===== src/rtl/board_config.svh =====
/*
 * board-level constants for the parameter block
 * version words, watchdog prescale, motor-voltage settle count, axis count
 */

`ifndef BOARD_CONFIG_SVH
`define BOARD_CONFIG_SVH

// ------------------------------------------------------------
// identification
// ------------------------------------------------------------
`define BOARD_VERSION 32'h514C4131   // "QLA1" in ascii
`define FW_VERSION    32'h00000003   // firmware revision

// ------------------------------------------------------------
// axes and timing
// ------------------------------------------------------------
`define NUM_AXES 4                   // amplifier channels on the board

// sysclk cycles per watchdog tick
// kept tiny so simulation reaches a timeout quickly
`define WDOG_PRESCALE 16'd4

// ticks that mv_good must hold before amps may enable
`define MV_SETTLE_TICKS 16'd8

`endif


===== src/rtl/host_bus_pkg.sv =====
/*
 * host register bus types
 * request payload and the single-cycle register access
 */

`default_nettype none

package host_bus_pkg;

    // one host transaction as held on host_cmd
    typedef struct packed {
        logic        wr;      // 1 = write, 0 = read
        logic [7:0]  addr;    // register address
        logic [31:0] wdata;   // write data, ignored on reads
    } host_req_t;

    // strobe is high for exactly one sysclk per handshake
    typedef struct packed {
        logic      strobe;
        host_req_t req;
    } reg_access_t;

endpackage

`default_nettype wire


===== src/rtl/board_reg_pkg.sv =====
/*
 * board register map and pin images
 * address enum, board in/out structs, status word union, safety feedback
 */

`default_nettype none

`include "board_config.svh"

package board_reg_pkg;

    // ------------------------------------------------------------
    // register map, channel 0 only
    // ------------------------------------------------------------
    typedef enum logic [3:0] {
        REG_STATUS     = 4'd0,   // status / command
        REG_PHYCTRL    = 4'd1,   // phy request scratch
        REG_PHYDATA    = 4'd2,   // phy data scratch
        REG_TIMEOUT    = 4'd3,   // watchdog period
        REG_VERSION    = 4'd4,   // board version, read only
        REG_TEMPSNS    = 4'd5,   // temperature sensors
        REG_DIGIOUT    = 4'd6,   // digital outputs, masked
        REG_FW_VERSION = 4'd7,   // firmware version, read only
        REG_DIGIN      = 4'd10,  // limits, home, v_fault
        REG_SAFETY     = 4'd11,  // external safety disables
        REG_WDOG       = 4'd14,  // watchdog disables
        REG_AMPDIS     = 4'd15   // final amp disable vector
    } reg_addr_e;

    // pins coming into the board
    typedef struct packed {
        logic [`NUM_AXES-1:0] neg_limit;
        logic [`NUM_AXES-1:0] pos_limit;
        logic [`NUM_AXES-1:0] home;
        logic [`NUM_AXES-1:0] fault;
        logic                 relay;      // safety relay contact
        logic                 mv_good;    // motor voltage good
        logic                 v_fault;
        logic [3:0]           board_id;   // rotary switch
        logic [15:0]          temp_sense;
    } board_in_t;

    // pins driven out of the board
    typedef struct packed {
        logic [`NUM_AXES-1:0] amp_disable;
        logic [`NUM_AXES-1:0] dout;
        logic                 pwr_enable;
        logic                 relay_on;
    } board_out_t;

    // ------------------------------------------------------------
    // REG_STATUS, written as a command and read as a status
    // ------------------------------------------------------------
    typedef struct packed {
        logic [11:0] rsvd3;
        logic        pwr_mask;    // bit 19
        logic        pwr_val;     // bit 18
        logic        relay_mask;  // bit 17
        logic        relay_val;   // bit 16
        logic [3:0]  rsvd2;
        logic [3:0]  en_mask;     // bits 11..8
        logic [3:0]  rsvd1;
        logic [3:0]  en_val;      // bits 3..0
    } status_cmd_t;

    typedef struct packed {
        logic [3:0] num_axes;      // 31..28
        logic [3:0] board_id;      // 27..24
        logic       wdog_timeout;  // 23
        logic [2:0] rsvd1;
        logic       mv_good;       // 19
        logic       pwr_enable;    // 18
        logic       relay_n;       // 17, inverted relay contact
        logic       relay_on;      // 16
        logic [3:0] rsvd0;
        logic [3:0] fault;         // 11..8
        logic [3:0] safety_in;     // 7..4
        logic [3:0] amp_en;        // 3..0
    } status_rd_t;

    typedef union packed {
        status_cmd_t cmd;
        status_rd_t  rd;
    } status_word_u;

    // fed back from amp_safety to the register file
    typedef struct packed {
        logic                 wdog_timeout;
        logic [`NUM_AXES-1:0] wdog_disable;
        logic [`NUM_AXES-1:0] mv_disable;
    } safety_state_t;

endpackage

`default_nettype wire


===== src/rtl/host_bus_port.sv =====
/*
 * host bus slave, four-phase req/ack
 * turns each handshake into one register access and returns read data
 */

`timescale 1ns/1ns
`default_nettype none

module host_bus_port (
    input  logic                      sysclk,
    input  logic                      reset,       // sync, active low
    input  logic                      host_req,
    input  host_bus_pkg::host_req_t   host_cmd,
    output logic                      host_ack,
    output logic [31:0]               host_rdata,
    output host_bus_pkg::reg_access_t access,
    input  logic [31:0]               rdata        // from register file, 1 cycle late
);
    import host_bus_pkg::*;

    typedef enum logic [1:0] {
        ST_IDLE,     // waiting for req
        ST_ACCESS,   // strobe out this cycle
        ST_ACK       // capture data, raise ack, wait for req low
    } state_e;

    state_e    state;
    logic      strobe_q;
    host_req_t cmd_q;   // command latched at req

    assign access = '{strobe: strobe_q, req: cmd_q};

    // ------------------------------------------------------------
    // handshake FSM
    // ------------------------------------------------------------
    always_ff @(posedge sysclk) begin
        if (!reset) begin
            state    <= ST_IDLE;
            strobe_q <= 1'b0;
            host_ack <= 1'b0;
        end else begin
            strobe_q <= 1'b0;   // one cycle only
            case (state)
                ST_IDLE: if (host_req) begin
                    state    <= ST_ACCESS;
                    strobe_q <= 1'b1;
                end
                ST_ACCESS: state <= ST_ACK;   // regs answer now
                ST_ACK: begin
                    if (!host_ack) begin
                        host_ack <= 1'b1;
                    end else if (!host_req) begin   // phase 3 seen
                        host_ack <= 1'b0;
                        state    <= ST_IDLE;
                    end
                end
                default: state <= ST_IDLE;
            endcase
        end
    end

    // payload regs
    always_ff @(posedge sysclk) begin
        if (state == ST_IDLE && host_req)
            cmd_q <= host_cmd;
        if (state == ST_ACK && !host_ack)
            host_rdata <= rdata;   // held while ack is high
    end

    // ack may only rise in answer to a live request
    a_ack_needs_req: assert property (@(posedge sysclk) disable iff (!reset)
        $rose(host_ack) |-> host_req && $past(host_req));

endmodule

`default_nettype wire


===== src/rtl/board_regs.sv =====
/*
 * board register file
 * masked command writes, read mux, sticky per-axis disables
 */

`timescale 1ns/1ns
`default_nettype none

`include "board_config.svh"

module board_regs (
    input  logic                         sysclk,
    input  logic                         reset,
    input  host_bus_pkg::reg_access_t    access,
    output logic [31:0]                  rdata,
    input  board_reg_pkg::board_in_t     board_in,
    input  logic [3:0]                   safety_amp_disable,  // external safety chain
    input  board_reg_pkg::safety_state_t safety,
    output logic                         wr_strobe,
    output logic [15:0]                  wdog_period,
    output logic [3:0]                   sw_disable,
    output logic [3:0]                   dout,
    output logic                         pwr_enable,
    output logic                         relay_on
);
    import board_reg_pkg::*;

    reg_addr_e    addr_e;
    logic         mapped;     // only channel 0 lives here
    logic         wr_en;
    logic         rd_en;
    status_word_u wr_word;    // command view of wdata
    status_word_u rd_word;    // status view for reads
    logic [3:0]   dis_next;
    logic [3:0]   amp_disable;
    logic [15:0]  phy_ctrl;
    logic [15:0]  phy_data;
    logic [31:0]  rd_mux;

    // ------------------------------------------------------------
    // decode
    // ------------------------------------------------------------
    assign addr_e    = reg_addr_e'(access.req.addr[3:0]);
    assign mapped    = (access.req.addr[7:4] == 4'd0);
    assign wr_strobe = access.strobe && access.req.wr;   // any write kicks the watchdog
    assign wr_en     = wr_strobe && mapped;
    assign rd_en     = access.strobe && !access.req.wr;
    assign wr_word   = access.req.wdata;

    assign amp_disable = sw_disable | safety.mv_disable;   // same as the pin vector

    // sticky disables
    always_comb begin
        dis_next = sw_disable;
        if (wr_en && addr_e == REG_STATUS)   // masked enable, 1 = enable
            dis_next = (sw_disable & ~wr_word.cmd.en_mask)
                     | (~wr_word.cmd.en_val & wr_word.cmd.en_mask);
        dis_next = dis_next | safety.wdog_disable | safety_amp_disable;
        if (!pwr_enable)
            dis_next = '1;   // no enables without motor power
    end

    // ------------------------------------------------------------
    // writable registers
    // ------------------------------------------------------------
    always_ff @(posedge sysclk) begin
        if (!reset) begin
            sw_disable  <= '1;   // all axes off
            pwr_enable  <= 1'b0;
            relay_on    <= 1'b0;
            dout        <= '0;
            phy_ctrl    <= '0;
            phy_data    <= '0;
            wdog_period <= '1;   // watchdog effectively off
        end else begin
            sw_disable <= dis_next;
            if (wr_en) begin
                case (addr_e)
                    REG_STATUS: begin
                        if (wr_word.cmd.relay_mask) relay_on   <= wr_word.cmd.relay_val;
                        if (wr_word.cmd.pwr_mask)   pwr_enable <= wr_word.cmd.pwr_val;
                    end
                    REG_PHYCTRL: phy_ctrl    <= access.req.wdata[15:0];
                    REG_PHYDATA: phy_data    <= access.req.wdata[15:0];
                    REG_TIMEOUT: wdog_period <= access.req.wdata[15:0];
                    REG_DIGIOUT:   // value 3..0, mask 11..8
                        dout <= (dout & ~access.req.wdata[11:8])
                              | (access.req.wdata[3:0] & access.req.wdata[11:8]);
                    default: ;   // read only / unmapped
                endcase
            end
        end
    end

    // ------------------------------------------------------------
    // read side
    // ------------------------------------------------------------
    always_comb begin
        rd_word.rd = '{
            num_axes:     4'(`NUM_AXES),
            board_id:     board_in.board_id,
            wdog_timeout: safety.wdog_timeout,
            rsvd1:        '0,
            mv_good:      board_in.mv_good,
            pwr_enable:   pwr_enable,
            relay_n:      ~board_in.relay,
            relay_on:     relay_on,
            rsvd0:        '0,
            fault:        board_in.fault,
            safety_in:    safety_amp_disable,
            amp_en:       ~sw_disable
        };
    end

    always_comb begin
        case (addr_e)
            REG_STATUS:     rd_mux = rd_word;
            REG_PHYCTRL:    rd_mux = 32'(phy_ctrl);
            REG_PHYDATA:    rd_mux = 32'(phy_data);
            REG_TIMEOUT:    rd_mux = 32'(wdog_period);
            REG_VERSION:    rd_mux = `BOARD_VERSION;
            REG_TEMPSNS:    rd_mux = 32'(board_in.temp_sense);
            REG_DIGIOUT:    rd_mux = 32'(dout);
            REG_FW_VERSION: rd_mux = `FW_VERSION;
            REG_DIGIN:      rd_mux = 32'({board_in.v_fault, dout, board_in.neg_limit,
                                          board_in.pos_limit, board_in.home});
            REG_SAFETY:     rd_mux = 32'(safety_amp_disable);
            REG_WDOG:       rd_mux = 32'(safety.wdog_disable);
            REG_AMPDIS:     rd_mux = 32'(amp_disable);
            default:        rd_mux = '0;
        endcase
    end

    always_ff @(posedge sysclk) begin
        if (rd_en)
            rdata <= mapped ? rd_mux : 32'd0;   // valid the cycle after strobe
    end

    // power off must have forced every axis off by the next cycle
    a_off_when_unpowered: assert property (@(posedge sysclk) disable iff (!reset)
        $past(!pwr_enable) |-> &sw_disable);

endmodule

`default_nettype wire


===== src/rtl/amp_safety.sv =====
/*
 * amplifier safety logic
 * watchdog prescaler and timer, motor-voltage settle timer, final disable OR
 */

`timescale 1ns/1ns
`default_nettype none

`include "board_config.svh"

module amp_safety (
    input  logic                         sysclk,
    input  logic                         reset,
    input  logic                         wr_strobe,     // any host write
    input  logic [15:0]                  wdog_period,   // in ticks, 0 = off
    input  logic                         mv_good,
    input  logic [3:0]                   sw_disable,
    output board_reg_pkg::safety_state_t safety,
    output logic [3:0]                   amp_disable
);

    logic        tick;
    logic [15:0] presc_cnt;
    logic [15:0] wdog_cnt;      // ticks since last write
    logic        wdog_timeout;
    logic [3:0]  wdog_disable;
    logic [15:0] settle_cnt;    // ticks with mv_good high
    logic [3:0]  mv_disable;

    // ------------------------------------------------------------
    // tick prescaler
    // ------------------------------------------------------------
    assign tick = (presc_cnt == `WDOG_PRESCALE - 16'd1);

    always_ff @(posedge sysclk) begin
        if (!reset || tick)
            presc_cnt <= '0;
        else
            presc_cnt <= presc_cnt + 16'd1;
    end

    // ------------------------------------------------------------
    // watchdog
    // ------------------------------------------------------------
    always_ff @(posedge sysclk) begin
        if (!reset || wr_strobe) begin   // host alive
            wdog_cnt     <= '0;
            wdog_timeout <= 1'b0;
            wdog_disable <= '0;
        end else if (tick && wdog_period != 16'd0) begin
            if (wdog_cnt < wdog_period) begin
                wdog_cnt <= wdog_cnt + 16'd1;
            end else begin
                wdog_timeout <= 1'b1;   // host went quiet
                wdog_disable <= '1;
            end
        end
    end

    // motor voltage settle
    always_ff @(posedge sysclk) begin
        if (!reset || !mv_good)
            settle_cnt <= '0;
        else if (tick && settle_cnt < `MV_SETTLE_TICKS)
            settle_cnt <= settle_cnt + 16'd1;   // saturates
    end

    // immediate on mv_good low, held until settled
    assign mv_disable = (!mv_good || settle_cnt < `MV_SETTLE_TICKS) ? 4'hf : 4'h0;

    assign amp_disable = sw_disable | mv_disable;
    assign safety = '{wdog_timeout: wdog_timeout,
                      wdog_disable: wdog_disable,
                      mv_disable:   mv_disable};

    // lost motor voltage keeps amps off now and through the next cycle
    a_mv_low_disables: assert property (@(posedge sysclk) disable iff (!reset)
        !mv_good |-> &amp_disable ##1 &amp_disable);

endmodule

`default_nettype wire


===== src/rtl/board_ctrl_top.sv =====
/*
 * board parameter block top level
 * host bus port, register file, amplifier safety
 */

`timescale 1ns/1ns
`default_nettype none

module board_ctrl_top (
    input  logic                      sysclk,
    input  logic                      reset,
    input  logic                      host_req,
    input  host_bus_pkg::host_req_t   host_cmd,
    output logic                      host_ack,
    output logic [31:0]               host_rdata,
    input  board_reg_pkg::board_in_t  board_in,
    input  logic [3:0]                safety_amp_disable,
    output board_reg_pkg::board_out_t board_out
);
    import host_bus_pkg::*;
    import board_reg_pkg::*;

    reg_access_t   access;       // one strobe per handshake
    logic [31:0]   rdata;
    safety_state_t safety;
    logic          wr_strobe;
    logic [15:0]   wdog_period;
    logic [3:0]    sw_disable;

    host_bus_port host_bus_port_i (
        .sysclk     (sysclk),
        .reset      (reset),
        .host_req   (host_req),
        .host_cmd   (host_cmd),
        .host_ack   (host_ack),
        .host_rdata (host_rdata),
        .access     (access),
        .rdata      (rdata)
    );

    board_regs board_regs_i (
        .sysclk             (sysclk),
        .reset              (reset),
        .access             (access),
        .rdata              (rdata),
        .board_in           (board_in),
        .safety_amp_disable (safety_amp_disable),
        .safety             (safety),
        .wr_strobe          (wr_strobe),
        .wdog_period        (wdog_period),
        .sw_disable         (sw_disable),
        .dout               (board_out.dout),
        .pwr_enable         (board_out.pwr_enable),
        .relay_on           (board_out.relay_on)
    );

    amp_safety amp_safety_i (
        .sysclk      (sysclk),
        .reset       (reset),
        .wr_strobe   (wr_strobe),
        .wdog_period (wdog_period),
        .mv_good     (board_in.mv_good),
        .sw_disable  (sw_disable),
        .safety      (safety),
        .amp_disable (board_out.amp_disable)
    );

endmodule

`default_nettype wire


===== config.mk =====
export PLATFORM = sky130hd
export DESIGN_NAME = board_ctrl_top
export DESIGN_NICKNAME = d
export VERILOG_FILES = /design/src/rtl/host_bus_pkg.sv /design/src/rtl/board_reg_pkg.sv /design/src/rtl/host_bus_port.sv /design/src/rtl/board_regs.sv /design/src/rtl/amp_safety.sv /design/src/rtl/board_ctrl_top.sv
export VERILOG_INCLUDE_DIRS = /design/src /design/src/rtl
export SDC_FILE = /design/constraint.sdc
export NUM_CORES = 1
export LEC_CHECK = 0
export BUFFER_PORTS_ARGS = -buffer_cell sky130_fd_sc_hd__buf_2
export CAP_MARGIN = 20
export CORE_ASPECT_RATIO = 0.9
export CORE_MARGIN = 1.5
export CORE_UTILIZATION = 55
export CTS_BUF_LIST = sky130_fd_sc_hd__clkbuf_16
export DETAILED_ROUTE_END_ITERATION = 10
export PLACE_DENSITY = 0.74
export REMOVE_ABC_BUFFERS = 1
export SLEW_MARGIN = 10
export SYNTH_ARGS = -nofsm -noshare
export SYNTH_HDL_FRONTEND = slang
export SYNTH_SLANG_ARGS = --single-unit
export TNS_END_PERCENT = 1

===== constraint.sdc =====
create_clock -name sysclk -period 3.6 [get_ports sysclk]
set_clock_uncertainty 0.15 [all_clocks]
set_input_delay 0.36 -clock sysclk [delete_from_list [all_inputs] [get_ports sysclk]]
set_output_delay 0.36 -clock sysclk [all_outputs]
set_load 0.02 [all_outputs]

After elaboration in Yosys (flattened, before gate mapping). Cells that the tools add are included.

Flip-flop bits (word level): 205. Output and inout bits: 43. Bits of input ports: 87. Logic and storage cells: 96.

Muxes and demuxes: 9. $add $sub $neg: 3. Equality and inequality tests: 17. Magnitude comparators: 2. Bitwise gates (word level): 14. Reduce and logical (&&, ||, !) cells: 31.

Operator list (count): case mux 31 bit (12 select lines) (1); adder 16 x 1 -> 16 bit (second input constant) (3); OR 4 bit (5); bitwise AND 4 bit (4); == test 16 x 2 -> 1 bit (second input constant) (1); == test 4 x 3 -> 1 bit (second input constant) (4); == test 4 bit (second input constant) (4); < comparator 16 bit (1); < comparator 16 x 4 -> 1 bit (second input constant) (1); AND reduction 2 bit (8); nonzero test 16 bit (1); NOT 4 bit (3); AND reduction 3 bit (3); == test 4 x 2 -> 1 bit (second input constant) (2); logical AND 1 bit (8); logical NOT 4 bit (2); two-way mux 4 bit (2); two-way mux 2 bit (3); case mux 2 bit (3 select lines) (1); == test 4 x 1 -> 1 bit (second input constant) (1); logical NOT 1 bit (4); logical OR 1 bit (4); inequality test 2 bit (second input constant) (2); == test 2 x 1 -> 1 bit (second input constant) (1); other kinds (5) (7).

Depth between registers and ports, before layout. Gate-level depths: netlist of the first run.

Depth after elaboration: 6. Mapped depth: 8. Gate-level depth less buffers: 7.

Hierarchy. From an unflattened synthesis of the first run, not the netlist that was laid out.

Cell total of the unflattened synthesis: 863. Area total of the unflattened synthesis: 9168.8 um^2.

By module, submodules not included: board_regs (sequential area each 1971.9 um^2, area each 4340.4 um^2, times used 1, cells each 481); amp_safety (sequential area each 980.9 um^2, area each 2469.9 um^2, times used 1, cells each 292); host_bus_port (sequential area each 2272.2 um^2, area each 2358.5 um^2, times used 1, cells each 90).

Worst setup path before layout of the first run. OpenSTA, ideal clock, no wires.

Kind: in2reg. From: input port host_req. To: register host_bus_port_i.cmd_q (netlist bit host_bus_port_i.access[0]), enable pin. Arrival: 2457 ps. Setup slack: 539 ps. Stages on the path: 2. Library setup time: 454 ps. Buffers on the path: 0. Data required time: 2996 ps. Cell sequence: inv_1 > nor3_1.

Word-level cells in the longest chain between the ends: 1.

RTL lines: start: declaration (line board_ctrl_top.sv:12) `input logic host_req,`; logical AND 1 bit (line host_bus_port.sv:64) `if (state == ST_IDLE && host_req)`; end signal: assignment (line host_bus_port.sv:65) `cmd_q <= host_cmd;`; end: declaration (line host_bus_port.sv:29) `host_req_t cmd_q;`.

No other way between the ends. A chain may end at the register's enable or synchronous reset.

Worst setup path after layout of the first run.
From: register host_bus_port_i.cmd_q (netlist bit host_bus_port_i.access[35]). To: register board_regs_i.rdata[3], data pin.

Word-level cells in the longest chain between the ends: 2. Elaborated cells on any way between the ends: 13. Those cells by class: eq/ne: 11; mux: 1; reduce/logical: 1.

RTL lines: == test 4 bit (tied with other cells) (line board_regs.sv:116) `case (addr_e)`; case mux 31 bit (12 select lines) * (line board_regs.sv:116); end signal: assignment (line board_regs.sv:136) `rdata <= mapped ? rd_mux : 32'd0;`; end: declaration (line board_regs.sv:15) `output logic [31:0] rdata,`.

Mark *: on every way between the ends. The rest lies on a longest branch, timed or not.

==> PnR_summary.wiki, run 1 <==
{| class="wikitable"
! Metric !! Value
|-
| Setup violators final || 0
|-
| Total negative setup slack || 0 ns
|-
| R2R cell count || 4
|-
| Multiplexer fraction of the synthesized cell area || 0.0264
|-
| Avg WL per Cell || around 18 um
|-
| Largest delay share family, worst path || flip-flops
|-
| Critical setup path kind || reg2reg
|-
| Area fraction in compound gates after synthesis || 0.132
|-
| Most frequently used flop master after synthesis || sky130_fd_sc_hd__dfxtp_1
|-
| FILL cells || between 1000 and 1500
|-
| Total die area || about 16000 um2
|-
| Most frequent cells in the layout || sky130_fd_sc_hd__nand2_1 (135), sky130_fd_sc_hd__buf_2 (113), sky130_fd_sc_hd__dfxtp_1 (111), sky130_fd_sc_hd__edfxtp_1 (83), sky130_fd_sc_hd__nor2_1 (48)
|-
| Minimum hold slack || ~0.016 ns
|-
| Reg2Reg Launch Point || host_bus_port_i.access[35]$_DFFE_PP_
|-
| Clock root buffer || sky130_fd_sc_hd__clkbuf_16
|-
| Standard cell with the maximum stage delay on the critical path || sky130_fd_sc_hd__edfxtp_1
|-
| Combined flip-flop and latch cell area || 4710 um2
|-
| Post-synthesis register bit count || 194
|-
| Arrival time reported for the critical path endpoint || 2.80 ns
|-
| Initial core utilization || 0.560
|-
| Maxcap violations || 0
|-
| Global-route usage over all layers || 0.268
|-
| Vias per Instance || roughly 5.9
|-
| Die extent in y || ~120 um
|-
| I/O pins || between 100 and 150
|-
| Maximum number of pins on one net before global-route repair || 42
|-
| Number of pins exceeding their max-slew limit in the final report || 0
|-
| Via count || 6950
|-
| Top post-synthesis cells by area || sky130_fd_sc_hd__edfxtp_1 (29%), sky130_fd_sc_hd__dfxtp_1 (26%), sky130_fd_sc_hd__nand2_1 (5.9%)
|-
| Cell taking the most area after synthesis || sky130_fd_sc_hd__edfxtp_1
|-
| Pwr per Cell Area || ~450 nW/um2
|-
| Max Freq || between 300 and 400 MHz
|-
| DP Wirelength || 14900 um
|-
| Largest family of logic cells by synthesized area || simple AND/OR/NAND/NOR gates
|-
| Total wire length after detailed routing || 21600 um
|-
| Width of the die || 135 um
|-
| Worst max-slew margin expressed relative to the limit || 0.353
|-
| CP Launch Type || register
|-
| Final-stage net count || roughly 1100
|-
| I/O Buffers || 113
|-
| Post-synthesis share of cell area spent on and, or, nand and nor gates || 0.206
|-
| Delay of the slowest cell on the worst path || roughly 0.8 ns
|-
| Hold Path Class || in2reg
|-
| Count of warnings emitted by yosys || 0
|-
| Run status || completed
|-
| FP Rows || 43
|-
| Depth of the CTS H-tree || 4
|-
| Clock slew at the register clock pins of the worst setup and hold paths || 0.07 ns
|-
| Syn avg cell area || 10.2 um2
|-
| Number of buffers on the longest clock path || 2
|-
| Dpl ws || approximately 0.9 ns
|-
| Worst Path Required || 3.67 ns
|-
| Reg-to-reg critical path endpoint || board_regs_i.rdata[3]$_SDFFCE_PP0P_
|-
| XOR/XNOR Fraction of Synth Area || 0.0143
|-
| Initial antenna violation count || 0
|-
| Async set-reset flop share out of synthesis || 0
|-
| Final core utilization || 0.665
|-
| Cell Chain, Critical Path || clkinv_1 -> nor3_1 -> nand2_1 -> a41oi_1
|-
| Vias in the first global route || 6211
|-
| Clock latency on the worst-skew pair || about 0.43 ns
|-
| Share of cells above drive strength 1 || 0.187
|-
| Hold path depth || 2
|-
| Max IR drop VDD || between 0.3 and 0.4 mV
|-
| Hold violation count in the final report || 0
|-
| Area of the mapped netlist || about 8600 um2
|-
| Share of the cycle needed by the critical path after routing || 0.758
|-
| CTS tree || built
|-
| Critical path destination || board_regs_i.rdata[3]$_SDFFCE_PP0P_
|-
| Placeable core region || ~15000 um2
|-
| Number of optimization iterations in the first detailed-route pass || 7
|-
| Buffers inserted by post-CTS timing repair || 0
|-
| Weighted congestion reported at the end of routability-driven placement || between 0.9 and 1
|-
| Setup repair after global routing missed its margin || no
|-
| Number of sinks on the clock net || 194
|-
| Total area of multi-input combinational cells || 3510 um2
|-
| Total DRC errors in the routed layout || 0
|-
| Proportion of netlist area held by the largest area contributor || 0.290
|-
| R2R Setup Slk || 0.87 ns
|-
| CP Buf/Inv Count || 1
|-
| Count of flip-flops with a built-in enable after synthesis || between 80 and 90
|-
| Actual slew at the worst max-slew pin || 0.970 ns
|-
| Smallest setup slack after layout || roughly 0.87 ns
|-
| Launching instance or port of the critical path || host_bus_port_i.access[35]$_DFFE_PP_
|-
| Tmin final || 2.73 ns
|-
| Largest fanout of any net on the critical path || 19
|-
| Initial DRC Count || 670
|-
| Routed Antenna Nets || 0
|-
| Clock buffers created by TritonCTS || 17
|-
| First-pass GRT wire length || 33400 um
|-
| Most common cell after layout, fill and taps aside || sky130_fd_sc_hd__nand2_1
|-
| Area added between synthesis and finish || 18.8%
|-
| Share of synthesized cell area in full adder, half adder and majority cells || 0.0262
|-
| Count of different cell masters after synthesis || 64
|-
| Grt ovf || 0
|-
| Synthesized instance count || 840
|-
| Antenna diode count || 0
|-
| Portion of the post-synthesis area used by sequential elements || 0.549
|-
| P_leak || ~3.9 nW
|-
| Worst setup EP type || register
|-
| Path length in cells of the critical path || 4
|}
sequential cells by signal, summed over array words and instances (netlist names), named ones only:
name                        count
host_bus_port_i.host_ack        1
board_regs_i.sw_disable         4
board_regs_i.phy_ctrl          16
amp_safety_i.settle_cnt        16
board_regs_i.pwr_enable         1
amp_safety_i.presc_cnt         16
amp_safety_i.wdog_cnt          16
host_bus_port_i.strobe_q        1
board_regs_i.phy_data          16
board_regs_i.rdata             27
board_regs_i.relay_on           1
board_regs_i.wdog_period       16
host_bus_port_i.state           2
host_bus_port_i.host_rdata     27
host_bus_port_i.access         29
amp_safety_i.wdog_timeout       1
worst min-delay path by stage:
stage / from / end / slack [ns]
global route: safety_amp_disable[1] / board_regs_i.sw_disable[1]$_SDFF_PN1_ / 0.02
detailed placement: board_regs_i.rdata[24]$_SDFFCE_PP0P_ / host_bus_port_i.host_rdata[24]$_DFFE_PP_ / 0.26
CTS: safety_amp_disable[3] / board_regs_i.sw_disable[3]$_SDFF_PN1_ / 0.005
global placement: board_regs_i.rdata[17]$_SDFFCE_PP0P_ / host_bus_port_i.host_rdata[17]$_DFFE_PP_ / 0.25
floorplan: board_regs_i.rdata[0]$_SDFFCE_PP0P_ / host_bus_port_i.host_rdata[0]$_DFFE_PP_ / 0.25
finish: safety_amp_disable[3] / board_regs_i.sw_disable[3]$_SDFF_PN1_ / 0.02
cell type report:
class | count | share of cell area
Sequential cell | 194 | 0.462
Inverter | 30 | 0.0110
Tap cell | 202 | 0.0248
Clock inverter | 15 | 0.0184
Timing Repair Buffer | 161 | 0.0981
Clock buffer | 17 | 0.0417
Multi-Input combinational cell | 564 | 0.344
routing by layer:
| metal | vias to the layer above | global-route usage | part of all wire |
|---|---|---|---|
| li1 | 3298 | - | - |
| met2 | 353 | 0.388 | 0.44 |
| met5 | - | 0 | 0 |
| met4 | 0 | 0.115 | 0.033 |
| met3 | 49 | 0.0583 | 0.088 |
| met1 | 3250 | 0.388 | 0.44 |
cells by family (layout without fill, tap and decap cells):
logic type,Yosys count,after routing
simple gates,351,351
flops,194,194
compound gates,155,155
buf+inv,85,223
mux,22,22
fa+ha+maj,18,18
xor+xnor,14,14
other cells,1,4
cell usage after synthesis (all sizes together) (3+ instances only):
| library cell | count |
|---|---|
| a31oi | 18 |
| a21oi | 18 |
| nor2 | 50 |
| dfxtp | 111 |
| nand4 | 19 |
| and2 | 12 |
| or3 | 7 |
| xor2 | 8 |
| nor4 | 24 |
| xnor2 | 6 |
| inv | 29 |
| o21ai | 11 |
| nand3 | 23 |
| nor3 | 19 |
| o211ai | 15 |
| edfxtp | 83 |
| a21boi | 36 |
| buf | 27 |
| nor2b | 7 |
| mux2 | 5 |
| clkbuf | 28 |
| a222oi | 5 |
| ha | 18 |
| o41ai | 3 |
| and3 | 18 |
| nand2b | 22 |
| or4 | 3 |
| nand2 | 135 |
| a22oi | 29 |
| a41oi | 4 |
| and4 | 3 |
| mux2i | 17 |
repair_timing:
| action | 4_1_cts | 5_1_grt |
|---|---|---|
| hold buffers | 30 | 0 |
| gates resized for setup | 0 | 0 |
| hold endpoints to repair | 30 | 0 |
where the power goes:
| group | switching, mW | internal, mW |
|---|---|---|
| combinational | 0.166 | 0.114 |
| clock | 0.901 | 1.06 |
| sequential | 0.0505 | 2.35 |
stage by stage:
step	std cells	total power [mW]	cell area, um2
6_report	1183	4.64	10200
5_1_grt	1183	4.77	10200
4_1_cts	1183	4.66	10200
3_5_place_dp	1121	2.70	9290
3_3_place_gp	1121	2.69	9290
2_1_floorplan	788	2.56	8320
Power figures use the tool's default switching activity.
==> run 2: changes to the inputs <==
Settings changed: CORE_UTILIZATION 55 to 51, PLACE_DENSITY 0.74 to 0.73.
Clock period 3.6 ns to 2.2 ns, I/O delays scaled along.
==> run 2 against run 1 <==
Compared with the run above:
- the flow now finishes with violations (design-rule violations, negative setup slack)
- power grew 63%
- utilization up 3.6 points
- maximum frequency is 20% higher
- highest routed layer unchanged
- hold slack better by 0.00083 ns
- setup slack worse by 0.95 ns
- wire length grew 11%
- first-iteration DRC count increased by 32%
- largest power group unchanged
- largest cell class unchanged
- die area up 7.7%
==> PnR_summary.wiki, run 2 (synthesis gave the netlist of run 1 again) <==
{| class="wikitable"
! Metric !! Value
|-
| Run status || finished with violations
|-
| Violated checks || design-rule violations, negative setup slack
|-
| Final core utilization || 0.701
|-
| Clock buffers created by TritonCTS || 17
|-
| Number of buffers on the longest clock path || 2
|-
| Most common cell after layout, fill and taps aside || sky130_fd_sc_hd__nand2_1
|-
| Max IR drop VDD || a little over 0.6 mV
|-
| Tmin final || approximately 2.3 ns
|-
| Max Freq || 439 MHz
|-
| I/O Buffers || approximately 110
|-
| FP Rows || between 40 and 50
|-
| Hold Path Class || in2reg
|-
| Setup repair after global routing missed its margin || yes
|-
| First-pass GRT wire length || around 37000 um
|-
| Smallest setup slack after layout || -0.0803 ns
|-
| Reg2Reg Launch Point || board_regs_i.wdog_period[15]$_SDFFE_PN1P_
|-
| Maximum number of pins on one net before global-route repair || 70
|-
| Total DRC errors in the routed layout || 10
|-
| Post-Place Cell Area || between 10000 and 15000 um2
|-
| Arrival time reported for the critical path endpoint || between 2 and 2.5 ns
|-
| Vias in the first global route || approximately 7000
|-
| Number of pins exceeding their max-slew limit in the final report || 0
|-
| Maxcap violations || 0
|-
| Placeable core region || 16300 um2
|-
| Critical setup path kind || reg2reg
|-
| DP Wirelength || 16200 um
|-
| Depth of the CTS H-tree || 4
|-
| Weighted congestion reported at the end of routability-driven placement || about 0.94
|-
| Clock slew at the register clock pins of the worst setup and hold paths || 0.08 ns
|-
| Area added between synthesis and finish || 33.0%
|-
| Largest fanout of any net on the critical path || 16
|-
| Clock latency on the worst-skew pair || ~0.45 ns
|-
| I/O pins || 130
|-
| CTS tree || built
|-
| Most frequent cells in the layout || sky130_fd_sc_hd__nand2_1 (135), sky130_fd_sc_hd__buf_2 (113), sky130_fd_sc_hd__buf_4 (107), sky130_fd_sc_hd__dfxtp_1 (103), sky130_fd_sc_hd__edfxtp_1 (83)
|-
| Share of the cycle needed by the critical path after routing || 1.04
|-
| Launching instance or port of the critical path || board_regs_i.wdog_period[15]$_SDFFE_PN1P_
|-
| Share of cells above drive strength 1 || 0.294
|-
| Hold violation count in the final report || 0
|-
| Number of sinks on the clock net || between 150 and 200
|-
| Grt ovf || 0
|-
| Die extent in y || 126 um
|-
| Via count || approximately 7500
|-
| Pwr per Cell Area || about 660 nW/um2
|-
| Critical hold path startpoint || board_in[21]
|-
| Initial DRC Count || 885
|-
| Buffers inserted by post-CTS timing repair || 0
|-
| Width of the die || between 100 and 150 um
|-
| Number of optimization iterations in the first detailed-route pass || 11
|-
| Clock root buffer || sky130_fd_sc_hd__clkbuf_16
|-
| Worst setup EP type || register
|-
| Setup violators final || 9
|-
| Layout Cells excl Fill || approximately 1300
|-
| Total die area || approximately 18000 um2
|-
| Avg WL per Cell || around 18 um
|-
| FILL cells || about 1200
|-
| Vias per Instance || around 5.7
|-
| Total wire length after detailed routing || between 20000 and 25000 um
|-
| P_leak || approximately 4.5 nW
|-
| Worst Path Required || ~2.4 ns
|-
| Initial antenna violation count || 0
|-
| Antenna diode count || 0
|-
| CP Launch Type || register
|-
| Final-stage net count || 1182
|-
| Initial core utilization || 0.527
|-
| Total non-filler cell area in the finished layout || 11400 um2
|-
| Flip-flop count of the largest register after layout || 29
|-
| Global-route usage over all layers || 0.272
|-
| Routed Antenna Nets || 0
|-
| Count of placed standard cells including taps || ~1200
|}
## run 2: through the flow
stage / power [mW] / setup WS, ns / TNS [ns] / hold slack (ns)
2_1_floorplan: 4.19 / -0.812 / -45.56 / 0.142
3_3_place_gp: 4.47 / -0.0473 / -0.212 / 0.246
3_5_place_dp: 4.48 / -0.0897 / -0.442 / 0.248
4_1_cts: 7.56 / -0.0404 / -0.0897 / 0.0202
5_1_grt: 7.78 / -0.173 / -1.91 / 0.0155
6_report: 7.57 / -0.0803 / -0.424 / 0.0163
## run 2: worst paths after layout
| check | end | slack [ns] | depth (start not counted) |
|---|---|---|---|
| setup / recovery | amp_safety_i.wdog_cnt[11]$_SDFFE_PP0P_ | -0.08 | 8 |
| hold / removal | board_regs_i.rdata[19]$_SDFFCE_PP0P_ | 0.02 | 3 |
| setup reg to reg | amp_safety_i.wdog_cnt[11]$_SDFFE_PP0P_ | -0.08 | 8 |
| hold reg to reg | host_bus_port_i.host_rdata[12]$_DFFE_PP_ | 0.27 | 0 |
## run 2: where the power goes
| group | switching (mW) | leakage (nW) | internal [mW] | total, mW |
|---|---|---|---|---|
| registers | 0.0696 | 1.67 | 3.84 | 3.91 |
| clock network | 1.56 | 0.293 | 1.53 | 3.09 |
| logic | 0.317 | 2.50 | 0.252 | 0.569 |
| total | 1.94 | 4.47 | 5.63 | 7.57 |
## run 2: final cells by class
class | instances | area [um2] | share of cell area
Clock inverter | 15 | 175 | 0.0153
Timing Repair Buffer | 270 | 1970 | 0.172
Sequential cell | 194 | 4720 | 0.414
Clock buffer | 17 | 425 | 0.0372
Multi-Input combinational cell | 564 | 3760 | 0.329
Tap cell | 207 | 259 | 0.0227
Inverter | 30 | 113 | 0.00986
## run 2: worst max-delay path: stages (launching register included)
cell and delay, ns:
sky130_fd_sc_hd__dfxtp_2 0.33, sky130_fd_sc_hd__inv_2 0.05, sky130_fd_sc_hd__ha_4 0.27, sky130_fd_sc_hd__nand4_1 0.13, sky130_fd_sc_hd__or3_4 0.44, sky130_fd_sc_hd__o31ai_4 0.23, sky130_fd_sc_hd__buf_12 0.20, sky130_fd_sc_hd__nor4_4 0.06
sky130_fd_sc_hd__mux2_2 0.30
## run 2: timing repair
action                                  in CTS  in global routing
hold buffers                                40                  0
endpoints found under the hold margin       42                  0
gates resized for setup                     25                 21
pin swaps                                    2                  4
endpoints found under the setup margin      14                 35
## run 2: metal layers
metal  track usage  share of wire
met4        0.0997          0.026
met5             0              0
met1         0.370           0.42
met2         0.429           0.46
met3        0.0586          0.091
